$ cat src/hdl/bus_pkg.sv
package bus_pkg;

    ////////////////////////////////////////
    // bus widths

    localparam int ADDR_W = 16;
    localparam int DATA_W = 8;

    ////////////////////////////////////////
    // transaction types

    // one bit, read is zero like the 6502 rw line inverted
    typedef enum logic
    {
        OP_READ  = 1'b0,
        OP_WRITE = 1'b1
    } bus_op_t;

    // host command, 25 bits
    typedef struct packed
    {
        bus_op_t             op;
        logic [ADDR_W-1:0]   addr;
        logic [DATA_W-1:0]   data;
    } bus_cmd_t;

    // response, data is read value or echo of the write
    typedef struct packed
    {
        bus_op_t             op;
        logic [ADDR_W-1:0]   addr;
        logic [DATA_W-1:0]   data;
    } bus_rsp_t;

    ////////////////////////////////////////
    // address map

    // ram 0000-1fff
    localparam logic [ADDR_W-1:0] RAM_TOP       = 16'h1FFF;
    // keyboard / display port d010-d013
    localparam logic [ADDR_W-1:0] IO_BASE       = 16'hD010;
    // nothing decoded
    localparam logic [DATA_W-1:0] UNMAPPED_DATA = 8'hFF;

    // port register offsets
    localparam logic [1:0] IO_KBD   = 2'd0;
    localparam logic [1:0] IO_KBDCR = 2'd1;
    localparam logic [1:0] IO_DSP   = 2'd2;
    localparam logic [1:0] IO_DSPCR = 2'd3;

endpackage

$ cat src/hdl/sys_pkg.sv
package sys_pkg;

    ////////////////////////////////////////
    // timing

    // one cpu tick every 25 clk25 cycles
    localparam int CLKEN_DIV   = 25;
    localparam int CLKEN_W     = $clog2(CLKEN_DIV);

    // ticks of held reset after release
    localparam int RESET_TICKS = 8;
    localparam int TICK_W      = $clog2(RESET_TICKS + 1);

    ////////////////////////////////////////
    // sizing

    // queue depth and initial host credits
    localparam int CMD_CREDITS = 4;
    localparam int QPTR_W      = $clog2(CMD_CREDITS);
    localparam int QCNT_W      = $clog2(CMD_CREDITS + 1);

    // 4 x 2k banks cover 0000-1fff
    localparam int RAM_BANKS   = 4;
    localparam int BANK_AW     = 11;
    localparam int BANK_SEL_W  = $clog2(RAM_BANKS);

endpackage

$ cat src/hdl/bus_response.sv
`timescale 1ns/10ps

module bus_response (
    input  logic                               clk25,
    input  logic                               pwr_up_reset,
    input  logic                               issue_valid,
    input  bus_pkg::bus_cmd_t                  issue_cmd,
    input  logic [sys_pkg::RAM_BANKS-1:0][7:0] bank_rdata,
    input  logic [7:0]                         io_rdata,
    output logic                               rsp_valid,
    output bus_pkg::bus_rsp_t                  rsp,
    output logic                               credit_return
);
    import bus_pkg::*;
    import sys_pkg::*;

    ////////////////////////////////////////
    // decode of the issued address

    logic                  ram_hit;
    logic                  io_hit;
    logic [BANK_SEL_W-1:0] bank_idx;
    logic [7:0]            rd_data;

    assign ram_hit  = (issue_cmd.addr <= RAM_TOP);
    assign io_hit   = (issue_cmd.addr[15:2] == IO_BASE[15:2]);
    assign bank_idx = issue_cmd.addr[BANK_AW +: BANK_SEL_W];

    // chip-selected source, ff when unmapped
    always_comb
    begin
        rd_data = UNMAPPED_DATA;
        if (ram_hit)
            rd_data = bank_rdata[bank_idx];
        else if (io_hit)
            rd_data = io_rdata;
    end

    ////////////////////////////////////////
    // response register

    // one credit back per response
    always_ff @(posedge clk25)
    begin
        if (!pwr_up_reset)
        begin
            rsp_valid     <= 1'b0;
            credit_return <= 1'b0;
        end
        else
        begin
            rsp_valid     <= issue_valid;
            credit_return <= issue_valid;
        end
    end

    // writes echo their own data
    always_ff @(posedge clk25)
    begin
        if (issue_valid)
        begin
            rsp.op   <= issue_cmd.op;
            rsp.addr <= issue_cmd.addr;
            rsp.data <= (issue_cmd.op == OP_WRITE) ? issue_cmd.data : rd_data;
        end
    end

endmodule

$ cat config.mk
export PLATFORM = sky130hd
export DESIGN_NAME = bus_response
export DESIGN_NICKNAME = d
export VERILOG_FILES = /design/src/hdl/bus_pkg.sv /design/src/hdl/sys_pkg.sv /design/src/hdl/bus_response.sv
export SDC_FILE = /design/constraint.sdc
export NUM_CORES = 1
export LEC_CHECK = 0
export BUFFER_PORTS_ARGS = -buffer_cell sky130_fd_sc_hd__buf_2
export CORE_AREA = 2 2 63 65
export DETAILED_ROUTE_END_ITERATION = 10
export DIE_AREA = 0 0 65 67
export PLACE_DENSITY = 0.65
export SLEW_MARGIN = 20
export SYNTH_ARGS = -nofsm -noshare
export SYNTH_HDL_FRONTEND = slang
export SYNTH_SLANG_ARGS = --single-unit
$ cat constraint.sdc
create_clock -name clk25 -period 1.65 [get_ports clk25]
set_input_delay 0.165 -clock clk25 [delete_from_list [all_inputs] [get_ports clk25]]
set_output_delay 0.165 -clock clk25 [all_outputs]
set_load 0.05 [all_outputs]
# --- Word-level counts from Yosys, hierarchy flattened ---
# Index checks and enable logic that the tools add are counted.
word_totals:
  regBits: 26
  inputBits: 68
  output_inout_bits: 27
  wordCells: 12
classes:
  n_lt_le_gt_ge: 2
  n_eq_ne: 1
  n_mux: 5
op_table:
  columns: ["cell", "n"]
  rows:
  - ["$mux 8", 4]
  - ["$bmux 8 s2", 1]
  - ["$le 16x13->1 const B", 1]
  - ["$eq 14x14->1 const B", 1]
  - ["$lt 2x3->1 const B", 1]

# --- Depth between registers and ports, before layout ---
# Gate-level depths: netlist (run 1).
logic_depth:
  depth_word: 4
  depth_mapped: 5
  depth_no_buf: 3

# --- Least setup slack after synthesis (run 1) ---
# No wires, ideal clock.
synth_timing:
  path_kind: "in2reg"
  startpoint: "in issue_cmd[21] (netlist bit)"
  endpoint: "reg rsp[0] (netlist bit), data pin"
  setup_time_ps: 264
  arrival_time_ps: 961
  path_slack_ps: 425
  stages: 4
  path_buffers: 1
  cell_sequence: "or4_1 buf_2 nor2_1 a221oi_1"
synth_via:
  elab_chain_cells: 4
  word_cells_on_any_way: 5
  classes_between: "order compare (1); eq/ne (1); mux (3)"
synth_rtl:
  columns: ["element", "line_no", "text"]
  rows:
  - ["from (decl)", "bus_response.sv:7", "input bus_pkg::bus_cmd_t issue_cmd,"]
  - ["parallel branches: the longest is 2 deep, another holds $le 16x13->1", null, null]
  - ["$mux 8 *", "bus_response.sv:33", "if (ram_hit)"]
  - ["$mux 8 *", "bus_response.sv:64", "rsp.data <= (issue_cmd.op == OP_WRITE) ? issue_cmd.data : rd_data;"]
  - ["to (decl)", "bus_response.sv:11", "output bus_pkg::bus_rsp_t rsp,"]
# Every way passes the cells marked *.
# A chain may end at the register's enable or synchronous reset.

# --- Worst setup path in the final report (run 1) ---
layout_timing:
  startpoint: "in issue_cmd[21] (netlist bit)"
  endpoint: "reg rsp[4] (netlist bit), data pin"
# Same word-level chain as after synthesis.

==> summary.md, run 1 <==
| Metric | Value |
|---|---|
| Routed wire length on met3 | around 240 um |
| Synth Instances | 79 |
| Number of distinct library cell variants in the gate-level netlist after synthesis | 16 |
| Total setup buffers inserted after CTS | 0 |
| Vias post-DR | 1046 |
| Fraction of registers with async set or reset after synthesis | 0% |
| Horizontal die dimension | between 60 and 70 um |
| Layout area overhead | 45.1% |
| Uppermost metal layer occupied by signal nets | met4 |
| Core Box Area | roughly 3600 sq um |
| Outcome | finished clean |
| Proportion of power drawn by flip-flops and latches | a little under half |
| Worst path max stage delay | 0.69 ns |
| Nature of the critical path endpoint | register |
| Endpoint arrival time on the critical path | about 1.2 ns |
| Wire length on met2 | 1480 um |
| Synth top cells by count | edfxtp_1 (25), inv_1 (16), a221oi_1 (8), mux4_2 (8), nor2_1 (8) |
| Net count after synthesis | ~150 |
| Final critical path time including I/O delays and setup | 1.19 ns |
| Sequential area share after synthesis | 63.0% |
| Combined area of all synthesized cells | ~1200 sq um |
| Instance count on the critical path | 4 |
| Critical path buffers and inverters | 1 |
| Number of gates given a new drive strength after cts | 0 |
| Data required time at the worst endpoint | between 1.5 and 2 ns |
| Utilization of the core after routing | 49.2% |
| Post-cts hold buffer count | 0 |
| Switching component of the power | roughly 0.47 mW |
| RePlAce Congestion | about 0.8 |
| Synth top area share | around 60% |
| Sort of element at the start of the critical path | input pin |
| Number of max-cap violations | 0 |
| Cell family contributing the most delay on the critical path | simple AND/OR/NAND/NOR gates |
| Count of flip-flops with a built-in enable after synthesis | 25 |
| Power density of the placed cells | 962 nW/um^2 |
| Count of input and output buffers | 94 |
| Setup Crit Path Kind | in2reg |
| Buffer depth of the longest clock path | 2 |
| Standard-cell rows | 22 |
| CP Max Fanout | 8 |
| Finish-stage setup viols | 0 |
| Layout net count | 241 |
| Die outline height | about 67 um |
| CP Cell Sequence | buf_2, or4_1, nor2_1, a221oi_1 |
| Cell depth of the worst min-delay path | 1 |
| Proportion of power drawn by combinational gates | around a quarter |
| Number of global-route vias before repair | 1036 |
| Library cell occupying the most area in the post-synthesis netlist | edfxtp_1 |
| Maximum clock frequency | between 800 and 900 MHz |
| Num Clock Sinks | 26 |
| Internal Pwr Total | between 1 and 1.5 mW |
| Root buffer cell | clkbuf_8 |
| All-Layer GR Usage | roughly 14% |
| Hold/Removal Path Class | in2reg |
| Antenna Diode Count | 0 |
| Net Sw Frac | around 27% |
| Period Utilization, post-route | 71.9% |
| Routed met1 length | 1130 um |
| Avg WL per Cell | 13.4 um |
| Cell with the most instances after synthesis | edfxtp_1 |
| Top-Level Pins | 95 |
| Max-slew headroom | a little under two thirds |
| Cell types with the largest area share after synthesis | edfxtp_1 (61%), mux4_2 (15%), a221oi_1 (5.7%), inv_1 (4.9%), buf_6 (3.7%) |
| Total clock buffers created by CTS | 3 |
| Final number of max-transition violations | 0 |
| Wire length of the first global-routing pass | around 4600 um |
| Starting density of the core | between 30% and 40% |
| Proportion of layout cells with a drive suffix above 1 | between 60% and 70% |
| CTS tree | yes |
| CTS HTree Levels | 1 |
| Leakage power | around 0.84 nW |
| Post-detailed-route via-to-cell ratio | between 4 and 5 |
| Pre-Repair DR Iteration Count | 4 |
| Total of warnings raised by yosys | 0 |
| Drt initial violations | 57 |
| Full die area | 4360 sq um |
| Unrepaired setup endpoints after global routing | false |
| Clk slew on worst S/H paths | ~0.08 ns |
| Post-detailed-placement half-perimeter wirelength | approximately 2500 um |
| Transition time at the pin with the least slew margin | about 0.54 ns |
| DRC violation count after routing | 0 |
| Gr ovfl total | 0 |
| Max rail drop VDD | 0.420 mV |
| Sum of negative setup slack | 0 ns |
| Initial antenna violation count | 0 |
| Syn Area/Cell | 15.5 sq um |
| Number of synthesized register bits | 26 |
| Final Hold Vio Count | 0 |
| Proportion of power drawn by the clock network | about 30% |
| Pin count of the biggest net entering global routing | 27 |
| Post-route ant nets | 0 |
| Cell type of the slowest stage on the worst timing path | or4_1 |
| Routed WL | 2960 um |
| Flip-flop cell with the highest count after synthesis | edfxtp_1 |
[metal layers]
layer / vias to the layer above / GRT usage (%)
met3: 8 / 1.52
met1: 491 / 16.1
met2: 61 / 25.1
met5: - / 0
met4: 0 / 9.57
li1: 486 / -
[worst paths after layout]
path / to / startpoint / slack [ns]
worst max-delay path: rsp[4]$_DFFE_PP_ / issue_cmd[21] / 0.46
worst min-delay path: rsp[9]$_DFFE_PP_ / issue_cmd[9] / 0.08
[metrics by stage]
| step | hold WS [ns] | total power, mW | area (sq um) | std cells | worst slack [ns] |
|---|---|---|---|---|---|
| final | 0.0773 | 1.71 | 1780 | 220 | 0.464 |
| after global routing | 0.0673 | 1.77 | 1780 | 220 | 0.423 |
| after CTS | 0.0712 | 1.72 | 1780 | 220 | 0.480 |
| after detailed placement | 0.346 | 1.22 | 1700 | 216 | 0.188 |
| after global placement | 0.346 | 1.22 | 1700 | 216 | 0.209 |
| after floorplan | 0.264 | 1.08 | 1220 | 79 | 0.425 |
[layout by cell type (no fill, tap or decap)]
cell / Yosys / final
and4b_1: 1 / 1
and2_1: 1 / 1
and4_4: 1 / 1
buf_4: 1 / 1
or4_1: 1 / 1
clkbuf_8: 0 / 3
inv_1: 16 / 16
mux4_2: 8 / 8
nor4_1: 1 / 1
a221oi_1: 8 / 8
buf_2: 1 / 94
nor4b_1: 1 / 1
dfxtp_1: 1 / 1
bufinv_16: 0 / 1
nor3_1: 1 / 1
nor2_1: 8 / 8
edfxtp_1: 25 / 25
[cell type report]
class | count | area (sq um)
Tap cell | 48 | 60.1
Sequential cell | 26 | 771
Clock buffer | 3 | 41.3
Timing Repair Buffer | 95 | 478
Inverter | 16 | 60.1
Clock inverter | 1 | 30.0
Fill cell | 333 | 1830
Multi-Input combinational cell | 31 | 335
[power groups by stage]
stage / Clock [mW] / Combinational, mW / Sequential, mW
2_1_floorplan: 0 / 0.0812 / 0.997
4_1_cts: 0.517 / 0.413 / 0.795
3_5_place_dp: 0 / 0.413 / 0.810
3_3_place_gp: 0 / 0.408 / 0.808
6_report: 0.505 / 0.409 / 0.793
5_1_grt: 0.536 / 0.435 / 0.798
[logic make-up after synthesis]
logic type      count (synthesis)  share of synthesized area (%)
flops                          26                           63.0
buf+inv                        22                           9.61
simple gates                   15                           6.95
compound gates                  8                           5.73
mux                             8                           14.7
[registers in the layout (all words and copies together) (netlist names)]
register / count
rsp: 25
credit_return: 1
No activity file was read; power rests on OpenSTA's default activity.
==> run 2, diff against run 1 <==
clock period = 1.1 ns   (was 1.65 ns; I/O delays follow)
==> run 2 against run 1 <==
  * Die area unchanged
  * Combinational power increased by 54%
  * Non-clock buffer count increased by 3
  * Flip-flop and latch count unchanged
  * Final cell count increased by 1.4%
  * Final area increased by 1.2%
  * Wire length about the same
  * Sequential power increased by 50%
  * Clock power increased by 3%
  * Critical path depth unchanged
  * Largest cell class unchanged
  * Critical endpoint is now rsp[7]$_DFFE_PP_
  * Critical path type unchanged
  * Core utilization increased by 0.59 points
  * Hold slack got worse by 0.054 ns
==> summary.md, run 2 (synthesized netlist as in run 1, its figures left out) <==
| Metric | Value |
|---|---|
| Outcome | finished clean |
| Transition time at the pin with the least slew margin | 0.281 ns (-0.262 ns) |
| Root buffer cell | clkbuf_8 |
| RePlAce Congestion | 0.716 (-12%) |
| Post-cts hold buffer count | 0 (unchanged) |
| Maximum clock frequency | 1020 MHz |
| Starting density of the core | 33.9% (unchanged) |
| Pin count of the biggest net entering global routing | 17 (-37%) |
| Avg WL per Cell | 13.2 um (-1.4%) |
| Data required time at the worst endpoint | 1.11 ns (-0.54 ns) |
| Final critical path time including I/O delays and setup | 0.985 ns |
| Hold Startpoint | issue_cmd[8] |
| Utilization of the core after routing | 49.8% (+0.59 points) |
| Total clock buffers created by CTS | 3 (unchanged) |
| Launch point of the critical path | issue_cmd[21] |
| CP Max Fanout | 8 (unchanged) |
| Period Utilization, post-route | between 80% and 90% |
| Post-detailed-placement half-perimeter wirelength | 2520 um (+1.1%) |
| Count of input and output buffers | 94 (unchanged) |
| Max-slew headroom | 81.0% (+17 points) |
| Finish-stage setup viols | 0 (unchanged) |
| Max FFs per register | 25 (unchanged) |
| Drt initial violations | 61 (+7.0%) |
| Pre-Repair DR Iteration Count | 3 (-1) |
| Core Box Area | 3610 sq um (unchanged) |
| Number of inserted filler cells in the final layout | 350 (+5.1%) |
| Crit path setup slack, layout | 0.115 ns (-0.349 ns) |
| Post-layout power | 2.34 mW (+37%) |
| Gr ovfl total | 0 (unchanged) |
| CTS HTree Levels | 1 (unchanged) |
| Horizontal die dimension | 65 um (unchanged) |
| Sum of negative setup slack | 0 ns (unchanged) |
| Proportion of layout cells with a drive suffix above 1 | 64.0% (+1.2 points) |
| Leading cell types in the layout, fill and taps excluded | buf_2 (93), edfxtp_1 (25), inv_1 (16) |
| Die outline height | 67 um (unchanged) |
| Layout area overhead | 46.8% |
| Hold/Removal Path Class | in2reg |
| Final Hold Vio Count | 0 (unchanged) |
| Clk slew on worst S/H paths | 0.08 ns (about the same) |
| Routed WL | 2950 um (about the same) |
| Layout net count | 244 (+1.2%) |
| Sort of element at the start of the critical path | input pin |
| Most common cell after layout, fill and taps aside | buf_2 |
| Num Clock Sinks | 26 (unchanged) |
| Post-route ant nets | 0 (unchanged) |
| Largest Register | rsp |
| Buffer depth of the longest clock path | 2 (unchanged) |
| Top-Level Pins | 95 (unchanged) |
| Worst slack after detailed placement | -0.279 ns (-0.467 ns) |
| Initial antenna violation count | 0 (unchanged) |
| Antenna Diode Count | 0 (unchanged) |
| Max rail drop VDD | 0.460 mV (+9.6%) |
| Standard-cell rows | 22 (unchanged) |
| CTS tree | yes |
| Vias post-DR | 1004 (-4.0%) |
| Setup Crit Path Kind | in2reg |
| Full die area | 4360 sq um (unchanged) |
| Leakage power | 0.857 nW (+1.7%) |
| Power density of the placed cells | 1300 nW/um^2 (+35%) |
| Regs by FF count | rsp: 25 flops, credit_return: 1 flops |
| Wire length of the first global-routing pass | 4500 um (-3.0%) |
| Unrepaired setup endpoints after global routing | false |
| Number of max-cap violations | 0 (unchanged) |
| Endpoint arrival time on the critical path | 1.00 ns (-0.19 ns) |
| Final number of max-transition violations | 0 (unchanged) |
| All-Layer GR Usage | 13.9% (-0.34 points) |
| Number of global-route vias before repair | 1005 (-3.0%) |
| Post-detailed-route via-to-cell ratio | 4.50 (-5.3%) |
| DRC violation count after routing | 0 (unchanged) |
| Nature of the critical path endpoint | register |
==> run 2: final cells by class <==
cell class,count,area [sq um],share of cell area (%)
repair buffers,98,515,28.7
well taps,48,60.1,3.34
clock buffers,4,45.0,2.51
multi-input cells,31,345,19.2
inverters,16,60.1,3.34
flip-flops and latches,26,771,42.9
==> run 2: power breakdown <==
| group | internal, mW | switching (mW) | leakage (nW) |
|---|---|---|---|
| sequential | 1.17 | 0.0173 | 0.254 |
| clock | 0.258 | 0.264 | 0.0228 |
| combinational | 0.217 | 0.413 | 0.581 |
| total | 1.65 | 0.694 | 0.857 |
==> run 2: repair_timing <==
action                                  in CTS  in global routing
endpoints found under the setup margin       0                  8
setup buffers                                0                  0
resized for setup                            0                  3
==> run 2: final timing paths <==
path | depth (start not counted) | slack, ns | endpoint
setup / recovery | 4 | 0.12 | rsp[7]$_DFFE_PP_
hold / removal | 1 | 0.02 | rsp[8]$_DFFE_PP_
==> run 2: routing by layer <==
layer  track usage, %  vias up  part of all wire (%)
li1                 -      492                     -
met1             16.6      449                    41
met2             24.4       61                    49
met3             2.36        2                   9.8
met4             6.12        0                  0.68
met5                0        -                     0
==> run 2: through the flow <==
stage	instance area, sq um	hold slack, ns	instances
2_1_floorplan	1240	0.209	79
3_3_place_gp	1740	0.290	219
3_5_place_dp	1740	0.292	219
4_1_cts	1790	0.0170	223
5_1_grt	1800	0.0141	223
6_report	1800	0.0231	223
==> run 2: critical path, cell delays in order <==
cell	delay [ns]
buf_2	0.11
or4_4	0.59
nor2_1	0.13
a221oi_1	0.05
==> run 3, diff against run 2 <==
ABC_AREA = 1   (was default)
CORE_AREA = 2 2 68 70   (was 2 2 63 65)
DIE_AREA = 0 0 70 72   (was 0 0 65 67)
PLACE_DENSITY = 0.63   (was 0.65)
==> run 3 against run 2 <==
  * Clock power increased by 3%
  * Critical path type is now reg2out
  * Clock-buffer cell count is the same
  * Core utilization fell by 1.6 points
  * Combinational power is 14% higher
  * Area after synthesis grew 20%
  * Die area up 16%
  * First-iteration DRC count grew 77%
==> summary.md, run 3 <==
| Metric | Value |
|---|---|
| Count of input and output buffers | 94 (unchanged) |
| Most common cell after layout, fill and taps aside | buf_2 |
| All-Layer GR Usage | 14.4% (+0.52 points) |
| Sequential area share after synthesis | 52.6% (-10 points) |
| Transition time at the pin with the least slew margin | 0.288 ns (+0.00703 ns) |
| CP Max Fanout | 1 (-7) |
| Sort of element at the start of the critical path | register |
| CP Cell Sequence | buf_2 |
| Library cell occupying the most area in the post-synthesis netlist | edfxtp_1 |
| Maximum clock frequency | 1020 MHz (+0.91%) |
| Fraction of registers with async set or reset after synthesis | 0% (unchanged) |
| Internal Pwr Total | 1.65 mW (+0.33%) |
| Max rail drop VDD | 0.598 mV (+30%) |
| Gr ovfl total | 0 (unchanged) |
| Flip-flop cell with the highest count after synthesis | edfxtp_1 |
| Routed WL | 3710 um (+26%) |
| Core Box Area | 4260 sq um (+18%) |
| Post-layout power | 2.45 mW (+4.5%) |
| Setup Crit Path Kind | reg2out |
| Cell family contributing the most delay on the critical path | flip-flops |
| Final critical path time including I/O delays and setup | 0.976 ns (-0.00890 ns) |
| Critical path buffers and inverters | 1 (unchanged) |
| Uppermost metal layer occupied by signal nets | met4 |
| Synth Instances | 174 (+120%) |
| Max-slew headroom | 80.8% (-0.23 points) |
| Post-route ant nets | 0 (unchanged) |
| Number of synthesized register bits | 26 (unchanged) |
| Proportion of power drawn by combinational gates | 29.4% (+2.5 points) |
| Crit path setup slack, layout | 0.124 ns (+0.00890 ns) |
| Post-detailed-placement half-perimeter wirelength | 2950 um (+17%) |
| Proportion of power drawn by the clock network | 21.9% (-0.4 points) |
| Wire length on met2 | 1680 um (+16%) |
| CTS tree | yes |
| Leakage power | 1.11 nW (+29%) |
| Pre-Repair DR Iteration Count | 4 (+1) |
| Starting density of the core | 34.4% (+0.45 points) |
| Switching component of the power | 0.795 mW (+15%) |
| Power density of the placed cells | 1190 nW/um^2 (-8.7%) |
| Pin count of the biggest net entering global routing | 27 (+10) |
| Combined area of all synthesized cells | 1470 sq um (+20%) |
| Unrepaired setup endpoints after global routing | false |
| Layout area overhead | 40.4% |
| Number of gates given a new drive strength after cts | 0 (unchanged) |
| Cell depth of the worst min-delay path | 1 (unchanged) |
| RePlAce Congestion | 0.737 (+3.0%) |
| Non-filler instance count after layout | 325 (+46%) |
| Launch point of the critical path | rsp[6]$_DFFE_PP_ |
| Number of distinct library cell variants in the gate-level netlist after synthesis | 18 (+2) |
| End point of the worst hold path | rsp[9]$_DFFE_PP_ |
| Cell with the most instances after synthesis | nand2_1 |
| Data required time at the worst endpoint | 0.99 ns (-0.12 ns) |
| Total clock buffers created by CTS | 3 (unchanged) |
| CTS HTree Levels | 1 (unchanged) |
| Proportion of power drawn by flip-flops and latches | 48.6% (-2.2 points) |
| Avg WL per Cell | 11.4 um (-14%) |
| Total setup buffers inserted after CTS | 0 (unchanged) |
| Wire length of the first global-routing pass | 5890 um (+31%) |
| Period Utilization, post-route | 88.7% (-0.81 points) |
| Proportion of layout cells with a drive suffix above 1 | 41.4% (-23 points) |
| Total of warnings raised by yosys | 0 (unchanged) |
| Largest Register | rsp |
| Top-Level Pins | 95 (unchanged) |
| Cell types with the largest area share after synthesis | edfxtp_1 (51%), nand2_1 (17%), nand3_1 (11%), inv_1 (5.1%), a21oi_1 (2.7%) |
| Regs by FF count | rsp: 25 flops, credit_return: 1 flops |
| Post-detailed-route via-to-cell ratio | 4.32 (-4.0%) |
| Cell type of the slowest stage on the worst timing path | edfxtp_1 |
| Num Clock Sinks | 26 (unchanged) |
| Full die area | 5040 sq um (+16%) |
| Outcome | finished clean |
| Count of flip-flops with a built-in enable after synthesis | 25 (unchanged) |
| Vias post-DR | 1405 (+40%) |
| Number of max-cap violations | 0 (unchanged) |
| Initial antenna violation count | 0 (unchanged) |
| Routed met1 length | 1680 um (+40%) |
| Standard-cell rows | 24 (+9.1%) |
| Syn Area/Cell | 8.43 sq um (-46%) |
| Hold/Removal Path Class | in2reg |
| Finish-stage setup viols | 0 (unchanged) |
| Horizontal die dimension | 70 um (+7.7%) |
| Leading cell types in the layout, fill and taps excluded | buf_2 (94), nand2_1 (68), nand3_1 (32), edfxtp_1 (25), inv_1 (20) |
| Antenna Diode Count | 0 (unchanged) |
| Layout net count | 342 (+40%) |
| DRC violation count after routing | 0 (unchanged) |
| Buffer depth of the longest clock path | 2 (unchanged) |
| Nature of the critical path endpoint | output port |
| Number of global-route vias before repair | 1272 (+27%) |
| Clk slew on worst S/H paths | 0.08 ns (about the same) |
| Drt initial violations | 108 (+77%) |
| Endpoint arrival time on the critical path | 0.87 ns (-0.13 ns) |
| Synth top cells by count | nand2_1 (68), nand3_1 (32), edfxtp_1 (25) |
| Worst slack after detailed placement | -0.110 ns (+0.169 ns) |
| Net Sw Frac | 32.5% (+2.8 points) |
| Max FFs per register | 25 (unchanged) |
| Hold Startpoint | issue_cmd[9] |
| Die outline height | 72 um (+7.5%) |
| Number of placed instances, taps included | 321 (+47%) |
| Root buffer cell | clkbuf_8 |
| Worst path max stage delay | 0.38 ns (-0.21 ns) |
| Routed wire length on met3 | 294 um (+1.4%) |
| Final Hold Vio Count | 0 (unchanged) |
| Net count after synthesis | 242 (+65%) |
| Synth top area share | 51.2% (-10 points) |
| Final number of max-transition violations | 0 (unchanged) |
| Post-cts hold buffer count | 0 (unchanged) |
-- run 3: changes by cell type in the layout (fill, tap and decap cells not counted), sizes merged, moves of 3 or more --
cell | before | now
buf | 98 | 101
a221oi | 8 | 0
nand3 | 0 | 32
a21oi | 0 | 8
mux4 | 8 | 0
nand2 | 0 | 69
inv | 16 | 22
-- run 3: through the flow --
step | hold slack [ns] | cell area, sq um | setup TNS, ns | utilization, %
6_report | 0.0208 | 2060 | 0 | 48.3
5_1_grt | 0.0170 | 2060 | 0 | 48.3
4_1_cts | 0.0199 | 2060 | 0 | 48.3
3_5_place_dp | 0.297 | 2010 | -0.707 | 47.2
3_3_place_gp | 0.289 | 2010 | -0.587 | 47.2
2_1_floorplan | 0.203 | 1470 | 0 | -
-- run 3: worst max path at each step --
stage                  endpoint  slack [ns]  depth (start not counted)
3_3_place_gp   rsp[0]$_DFFE_PP_       -0.08                          6
6_report                 rsp[6]        0.12                          1
2_1_floorplan  rsp[1]$_DFFE_PP_        0.09                          5
3_5_place_dp   rsp[0]$_DFFE_PP_       -0.11                          6
5_1_grt                  rsp[2]         0.1                          1
4_1_cts                  rsp[6]        0.12                          1
-- run 3: per-layer routing --
metal / GRT usage [%] / vias up
met2: 24.1 / 63
li1: - / 760
met1: 19.2 / 578
met5: 0 / -
met4: 5.77 / 0
met3: 1.53 / 4
-- run 3: cell type report --
| type | instances | area (sq um) |
|---|---|---|
| Clock buffer | 4 | 45.0 |
| Fill cell | 447 | 2210 |
| Inverter | 23 | 93.8 |
| Multi-Input combinational cell | 119 | 548 |
| Sequential cell | 26 | 771 |
| Tap cell | 52 | 65.1 |
| Timing Repair Buffer | 101 | 536 |
-- run 3: cell families after synthesis --
group	synth area share, %
flip-flops	52.6
AND/OR/NAND/NOR	34.6
buffers and inverters	10.1
AO/OA/AOI/OAI	2.73
-- run 3: power by group through the flow --
stage / Combinational [mW] / Sequential, mW / Clock (mW)
6_report: 0.720 / 1.19 / 0.537
5_1_grt: 0.776 / 1.20 / 0.589
4_1_cts: 0.727 / 1.19 / 0.556
3_5_place_dp: 0.725 / 1.21 / 0
3_3_place_gp: 0.721 / 1.21 / 0
2_1_floorplan: 0.181 / 1.51 / 0
